## config.mk

```make
export PLATFORM = sky130hd
export DESIGN_NAME = vector_video_top
export DESIGN_NICKNAME = d
export VERILOG_FILES = /design/src/design/vector_pkg.sv /design/src/design/port_latch.sv /design/src/design/color_select.sv /design/src/design/palette_ram.sv /design/src/design/rgb_expand.sv /design/src/design/vector_video_top.sv
export SDC_FILE = /design/constraint.sdc
export NUM_CORES = 1
export LEC_CHECK = 0
export BUFFER_PORTS_ARGS = -buffer_cell sky130_fd_sc_hd__buf_2
export CORE_ASPECT_RATIO = 0.9
export CORE_UTILIZATION = 55
export CTS_BUF_LIST = sky130_fd_sc_hd__clkbuf_4 sky130_fd_sc_hd__clkbuf_8
export CTS_CLUSTER_DIAMETER = 100
export DETAILED_ROUTE_END_ITERATION = 8
export GPL_TIMING_DRIVEN = 0
export PLACE_DENSITY = 0.75
export SYNTH_ARGS = -nofsm -noshare
export SYNTH_HDL_FRONTEND = slang
export SYNTH_SLANG_ARGS = --single-unit
```

## constraint.sdc

```tcl
create_clock -name clk24 -period 2.5 [get_ports clk24]
set_input_delay 0.5 -clock clk24 [delete_from_list [all_inputs] [get_ports clk24]]
set_output_delay 0.5 -clock clk24 [all_outputs]
set_load 0.02 [all_outputs]
```

## src/design/vector_pkg.sv

```systemverilog
package vector_pkg;

	//////////////////////////////
	// Widths
	//////////////////////////////

	localparam int idx_w     = 4;	// Colour index and palette address
	localparam int color_w   = 8;	// Packed palette byte, BBGGGRRR
	localparam int port_w    = 8;	// Parallel port level
	localparam int rgb_w     = 4;	// One VGA channel
	localparam int pal_depth = 16;

	// Field positions inside a palette byte
	localparam int red_lsb   = 0;
	localparam int green_lsb = 3;
	localparam int blue_lsb  = 6;

	//////////////////////////////
	// Types
	//////////////////////////////

	// Who drives the palette address this cycle
	typedef enum logic [1:0] {
		src_pixel   = 2'd0,
		src_border  = 2'd1,
		src_palette = 2'd2
	} color_src_e;

endpackage

```

## src/design/port_latch.sv

```systemverilog
`timescale 1ns/1ps

module port_latch (
	input  logic                                clk24,
	input  logic                                mreset,
	input  logic                                retrace,
	input  logic [vector_pkg::port_w-1:0]       ppi_pa,
	input  logic [vector_pkg::port_w-1:0]       ppi_pb,
	input  logic                                palette_wr,
	input  logic [vector_pkg::color_w-1:0]      palette_data,
	output logic [vector_pkg::port_w-1:0]       scroll,
	output logic                                mode512,
	output logic [vector_pkg::port_w-1:0]       kbd_rowselect,
	output logic [vector_pkg::idx_w-1:0]        border_idx,
	output logic [vector_pkg::idx_w-1:0]        pal_addr,
	output logic [vector_pkg::color_w-1:0]      pal_value,
	output logic                                pal_wren
);

	//////////////////////////////
	// Port A and B steering
	//////////////////////////////

	// Same two buses carry different things depending on the beam phase
	always_ff @(posedge clk24) begin
		if (mreset) begin
			scroll        <= '0;
			mode512       <= 1'b0;
			kbd_rowselect <= '0;
			border_idx    <= '0;
			pal_addr      <= '0;
		end else if (retrace) begin
			kbd_rowselect <= ~ppi_pa;	// Row select is active low on the port
			pal_addr      <= ppi_pb[vector_pkg::idx_w-1:0];
		end else begin
			scroll     <= ppi_pa;
			border_idx <= ppi_pb[vector_pkg::idx_w-1:0];
			mode512    <= ppi_pb[4];
		end
	end

	//////////////////////////////
	// Palette port $0C
	//////////////////////////////

	// Strobe becomes a registered one-cycle write pulse
	always_ff @(posedge clk24) begin
		if (mreset) begin
			pal_value <= '0;
			pal_wren  <= 1'b0;
		end else begin
			pal_wren <= palette_wr;
			if (palette_wr) begin
				pal_value <= palette_data;	// Held until the next write
			end
		end
	end

	// A long write pulse only comes from a long strobe
	property wren_single_pulse;
		@(posedge clk24) disable iff (mreset)
			(pal_wren && $past(pal_wren)) |-> ($past(palette_wr) && $past(palette_wr, 2));
	endproperty

	wren_single_pulse_a : assert property (wren_single_pulse)
		else $error("pal_wren stretched without a matching palette_wr");

endmodule

```

## src/design/color_select.sv

```systemverilog
`timescale 1ns/1ps

module color_select (
	input  logic                                clk24,
	input  logic                                retrace,
	input  logic                                border,
	input  logic                                video_active,
	input  logic [vector_pkg::idx_w-1:0]        pixel_idx,
	input  logic [vector_pkg::idx_w-1:0]        border_idx,
	input  logic [vector_pkg::idx_w-1:0]        pal_addr,
	input  logic [vector_pkg::color_w-1:0]      pal_value,
	input  logic                                pal_wren,
	output logic [vector_pkg::idx_w-1:0]        sel_addr,
	output logic [vector_pkg::color_w-1:0]      sel_wdata,
	output logic                                sel_we,
	output logic                                sel_active
);

	vector_pkg::color_src_e src;

	//////////////////////////////
	// Source priority
	//////////////////////////////

	// Palette port wins during retrace and for any pending write
	always_comb begin
		if (retrace || pal_wren) begin
			src = vector_pkg::src_palette;
		end else if (border) begin
			src = vector_pkg::src_border;
		end else begin
			src = vector_pkg::src_pixel;
		end
	end

	//////////////////////////////
	// Stage 1 registers
	//////////////////////////////

	always_ff @(posedge clk24) begin
		case (src)
			vector_pkg::src_palette: sel_addr <= pal_addr;
			vector_pkg::src_border:  sel_addr <= border_idx;
			default:                 sel_addr <= pixel_idx;
		endcase
		sel_we     <= pal_wren;
		sel_wdata  <= pal_value;
		sel_active <= video_active;	// Blanking rides along with the address
	end

endmodule

```

## src/design/palette_ram.sv

```systemverilog
`timescale 1ns/1ps

module palette_ram (
	input  logic                                clk24,
	input  logic [vector_pkg::idx_w-1:0]        sel_addr,
	input  logic [vector_pkg::color_w-1:0]      sel_wdata,
	input  logic                                sel_we,
	input  logic                                sel_active,
	output logic [vector_pkg::color_w-1:0]      ram_color,
	output logic                                ram_active
);

	// 16 packed 3-3-2 colours
	logic [vector_pkg::color_w-1:0] mem [vector_pkg::pal_depth];

	//////////////////////////////
	// Write port
	//////////////////////////////

	always_ff @(posedge clk24) begin
		if (sel_we) begin
			mem[sel_addr] <= sel_wdata;
		end
	end

	//////////////////////////////
	// Read port
	//////////////////////////////

	// Write-first, so the entry being loaded shows up right away
	always_ff @(posedge clk24) begin
		if (sel_we) begin
			ram_color <= sel_wdata;
		end else begin
			ram_color <= mem[sel_addr];
		end
		ram_active <= sel_active;
	end

endmodule

```

## src/design/rgb_expand.sv

```systemverilog
`timescale 1ns/1ps

module rgb_expand (
	input  logic                                clk24,
	input  logic [vector_pkg::color_w-1:0]      ram_color,
	input  logic                                ram_active,
	output logic [vector_pkg::rgb_w-1:0]        vga_r,
	output logic [vector_pkg::rgb_w-1:0]        vga_g,
	output logic [vector_pkg::rgb_w-1:0]        vga_b
);

	logic [2:0] red;
	logic [2:0] green;
	logic [1:0] blue;

	// Unpack BBGGGRRR
	assign red   = ram_color[vector_pkg::red_lsb +: 3];
	assign green = ram_color[vector_pkg::green_lsb +: 3];
	assign blue  = ram_color[vector_pkg::blue_lsb +: 2];

	// Pad low bits with zeros, black outside the visible area
	always_ff @(posedge clk24) begin
		vga_r <= ram_active ? {red, 1'b0}   : '0;
		vga_g <= ram_active ? {green, 1'b0} : '0;
		vga_b <= ram_active ? {blue, 2'b00} : '0;
	end

	property blank_outside_active;
		@(posedge clk24) !ram_active |=> (vga_r == '0 && vga_g == '0 && vga_b == '0);
	endproperty

	blank_outside_active_a : assert property (blank_outside_active)
		else $error("RGB not blanked after inactive video");

endmodule

```

## src/design/vector_video_top.sv

```systemverilog
`timescale 1ns/1ps

module vector_video_top (
	input  logic                                clk24,
	input  logic                                mreset,
	input  logic [vector_pkg::port_w-1:0]       ppi_pa,
	input  logic [vector_pkg::port_w-1:0]       ppi_pb,
	input  logic                                retrace,
	input  logic                                palette_wr,
	input  logic [vector_pkg::color_w-1:0]      palette_data,
	input  logic [vector_pkg::idx_w-1:0]        pixel_idx,
	input  logic                                border,
	input  logic                                video_active,
	output logic [vector_pkg::port_w-1:0]       scroll,
	output logic                                mode512,
	output logic [vector_pkg::port_w-1:0]       kbd_rowselect,
	output logic [vector_pkg::rgb_w-1:0]        vga_r,
	output logic [vector_pkg::rgb_w-1:0]        vga_g,
	output logic [vector_pkg::rgb_w-1:0]        vga_b
);

	// Latched port fields
	logic [vector_pkg::idx_w-1:0]   border_idx;
	logic [vector_pkg::idx_w-1:0]   pal_addr;
	logic [vector_pkg::color_w-1:0] pal_value;
	logic                           pal_wren;

	// Stage 1 to stage 2
	logic [vector_pkg::idx_w-1:0]   sel_addr;
	logic [vector_pkg::color_w-1:0] sel_wdata;
	logic                           sel_we;
	logic                           sel_active;

	// Stage 2 to stage 3
	logic [vector_pkg::color_w-1:0] ram_color;
	logic                           ram_active;

	//////////////////////////////
	// Port side
	//////////////////////////////

	port_latch port_latch_i (
		.clk24         (clk24),
		.mreset        (mreset),
		.retrace       (retrace),
		.ppi_pa        (ppi_pa),
		.ppi_pb        (ppi_pb),
		.palette_wr    (palette_wr),
		.palette_data  (palette_data),
		.scroll        (scroll),
		.mode512       (mode512),
		.kbd_rowselect (kbd_rowselect),
		.border_idx    (border_idx),
		.pal_addr      (pal_addr),
		.pal_value     (pal_value),
		.pal_wren      (pal_wren)
	);

	//////////////////////////////
	// Colour pipeline
	//////////////////////////////

	color_select color_select_i (
		.clk24        (clk24),
		.retrace      (retrace),
		.border       (border),
		.video_active (video_active),
		.pixel_idx    (pixel_idx),
		.border_idx   (border_idx),
		.pal_addr     (pal_addr),
		.pal_value    (pal_value),
		.pal_wren     (pal_wren),
		.sel_addr     (sel_addr),
		.sel_wdata    (sel_wdata),
		.sel_we       (sel_we),
		.sel_active   (sel_active)
	);

	palette_ram palette_ram_i (
		.clk24      (clk24),
		.sel_addr   (sel_addr),
		.sel_wdata  (sel_wdata),
		.sel_we     (sel_we),
		.sel_active (sel_active),
		.ram_color  (ram_color),
		.ram_active (ram_active)
	);

	rgb_expand rgb_expand_i (
		.clk24      (clk24),
		.ram_color  (ram_color),
		.ram_active (ram_active),
		.vga_r      (vga_r),
		.vga_g      (vga_g),
		.vga_b      (vga_b)
	);

endmodule

```

==> flow_summary.toml <==
[global_routing]
grt_pass1_wl_microns = 19700
first_global_vias = 3659
grt.overflow.total = 0
antenna_found_initial = 0
grt_max_degree = 17
globalRouteTotalUtil_pct = 21.2

[run_status]
status = "finished clean"

[place]
place_hpwl_microns = 8530
io_buffers = 51
gp_congestion = 0.810

[route]
wl_microns = 12800
routedWlPerCell_microns = 18.5
antenna_left = 0
via_count = 3748
drt_pre_antenna_iters = 5
viasPerCell = 5.43
drc = 0
drt_iter0_drc = 325

[cts]
htree_levels = 4
numCtsBuffers = 17
cts_hold_buf = 0
clock_latency_ns = 0.45
cts_tree = "done"
root_buffer = "clkbuf_8"
path_clk_slew_ns = 0.08
clock_sinks = 189
clockBufferDepth = 2
cts_resized = 0
postCtsSetupBuffers = 0

[timing]
fmaxAchievable_mhz = 468
tightest_slew_ns = 1.32
fin_setup_tns_ns = 0
maxSlewViolCount = 0
finalCritPeriodShare_pct = 85.4
rsz0062_at_grt = "no"
whs_ns = 0.150
slew_headroom_pct = 11.0
setup_viol = 0
hold_violations = 0
layout_min_cycle_time_ns = 2.14
finClkSkew_ns = 0.0120

[critical_path]
max_stage_delay_ns = 0.94
end_kind = "flop"
arrival_ns = 2.21
start_kind = "flop"
r2r_setup_slack_ns = 0.36
crit_start = "color_select_i.sel_we$_DFF_P_"
critPathBufInv = 0
r2r_cells = 2
critPathSlowestCell = "nor3_1"
crit_cells = 2
criticalPathCategory = "flop to flop"
timing.critical_path.to = "palette_ram_i.mem[0][1]$_DFFE_PP_"
worstPathCellList = "or3b_1 > nor3_1"
cpLargestDelayFamily = "simple AND/OR/NAND/NOR gates"
cp_max_fo = 8
worst_ep_required_time_ns = 2.57
rr_endpoint = "palette_ram_i.mem[0][1]$_DFFE_PP_"
r2r-start = "color_select_i.sel_we$_DFF_P_"

[floorplanning]
die_area_sq_mm = 0.0131
die_x_microns = 120
rows = 38
dieHeight_microns = 109
coreArea_sq_mm = 0.0122
start_util_pct = 57.0
num_io_pins = 63

[cells_and_area]
fin_nets = 551
syn2layout_area_growth_pct = 12.9
drive_above_1_share_pct = 20.8
n_antenna_cell = 0

[synth]
ys_seq_area_share_pct = 73.0
post-synth-top-area-fraction_pct = 55.4
ys.flop_type = "edfxtp_1"
synthDistinctLibCells = 29
synth_area_leader_cell = "edfxtp_1"
yosys-top-cells-area = "edfxtp_1 (55%), dfxtp_1 (18%), mux2i_1 (12%), nor2_1 (2.7%), a22oi_1 (2.6%)"
async_reset_ff_share_pct = 0
synth_warnings = 0
ys_seq_elements = 189
synth_commonest_cells = "edfxtp_1 (128), mux2i_1 (85), dfxtp_1 (61)"
synth_edf_count = 128
yosysMostFrequentCell = "edfxtp_1"
synth_area_sq_mm = 0.00694
synth_cells = 444
syn_area_per_cell_sq_um = 15.6

[power]
vdd_drop_max_v = 0.000535
p_leak_nw = 2.88
power_density_mw_per_mm2 = 773

[hold_path]
hp-class = "input pin to flop"

[run]
max_cap_violations = 0
-- registers in the layout, indices dropped and copies added (netlist names), 4 cells and up, named ones only --
| name | flops |
|---|---|
| palette_ram_i.mem | 128 |
| color_select_i.sel_wdata | 8 |
| port_latch_i.kbd_rowselect | 8 |
| port_latch_i.pal_value | 8 |
| port_latch_i.scroll | 8 |
| color_select_i.sel_addr | 4 |
| port_latch_i.border_idx | 4 |
| port_latch_i.pal_addr | 4 |
-- routing by layer --
metal  up-vias  global-route usage, %  part of all wire (%)
li1       1774                      -                     -
met1      1830                   29.8                    46
met2       123                   30.5                    46
met3        21                   5.59                   6.4
met4         0                   11.0                   2.3
met5         -                      0                     0
-- worst min path at each step --
stage | slack [ns] | depth (start not counted) | start | to
after floorplan | 0.31 | 0 | color_select_i.sel_active$_DFF_P_ | palette_ram_i.ram_active$_DFF_P_
after global placement | 0.31 | 0 | color_select_i.sel_active$_DFF_P_ | palette_ram_i.ram_active$_DFF_P_
after detailed placement | 0.32 | 0 | color_select_i.sel_active$_DFF_P_ | palette_ram_i.ram_active$_DFF_P_
after CTS | 0.12 | 1 | video_active | color_select_i.sel_active$_DFF_P_
after global routing | 0.11 | 1 | video_active | color_select_i.sel_active$_DFF_P_
final | 0.15 | 1 | video_active | color_select_i.sel_active$_DFF_P_
-- cells in the final DEF (no fill, tap or decap), types with 5 or more instances in the layout --
| cell type | count |
|---|---|
| a22oi_1 | 24 |
| o22ai_1 | 5 |
| mux4_2 | 8 |
| nand2_1 | 19 |
| clkbuf_8 | 23 |
| edfxtp_1 | 128 |
| buf_4 | 5 |
| buf_2 | 58 |
| mux2i_1 | 85 |
| dfxtp_1 | 61 |
| nor2_1 | 50 |
| inv_1 | 9 |
| o21ai_1 | 6 |
| buf_6 | 5 |
| clkbuf_1 | 8 |
-- where the power goes --
| part | switching [W] | internal (W) | leakage [nW] | total (W) |
|---|---|---|---|---|
| Sequential | 0.0000806 | 0.00343 | 1.61 | 0.00351 |
| Combinational | 0.000287 | 0.000199 | 1.05 | 0.000486 |
| Clock | 0.000960 | 0.00109 | 0.224 | 0.00205 |
| Total | 0.00133 | 0.00473 | 2.88 | 0.00605 |
-- final cells by class --
type | count | area, sq um
clock inverter | 5 | 76.3
tap | 160 | 200
timing repair buffer | 51 | 255
fill | 880 | 4340
sequential | 189 | 5060
buffer | 26 | 163
clock buffer | 27 | 347
multi-input combinational | 223 | 1690
inverter | 9 | 33.8
-- worst reg2reg max path, cell delays in order (launching register included) --
cell and delay, ns:
dfxtp_1 0.40, or3b_1 0.42, nor3_1 0.94
-- logic make-up after synthesis --
group           count (synthesis)  synth area share [%]
other cells                     1                0.0541
simple gates                   87                  5.32
flops                         189                  73.0
buf+inv                        35                  2.83
compound gates                 39                  3.91
mux                            93                  14.9
-- per-stage QoR --
step | area, sq um | utilization, % | std cells | power (W) | setup WS [ns]
2_1_floorplan | 6950 | - | 447 | 0.00390 | 0.769
3_3_place_gp | 7400 | 60.8 | 658 | 0.00406 | 0.309
3_5_place_dp | 7400 | 60.8 | 658 | 0.00407 | 0.306
4_1_cts | 7830 | 64.3 | 690 | 0.00608 | 0.305
5_1_grt | 7830 | 64.3 | 690 | 0.00626 | 0.175
6_report | 7830 | 64.3 | 690 | 0.00605 | 0.365
Note: power is estimated with default switching activity, not from simulation.
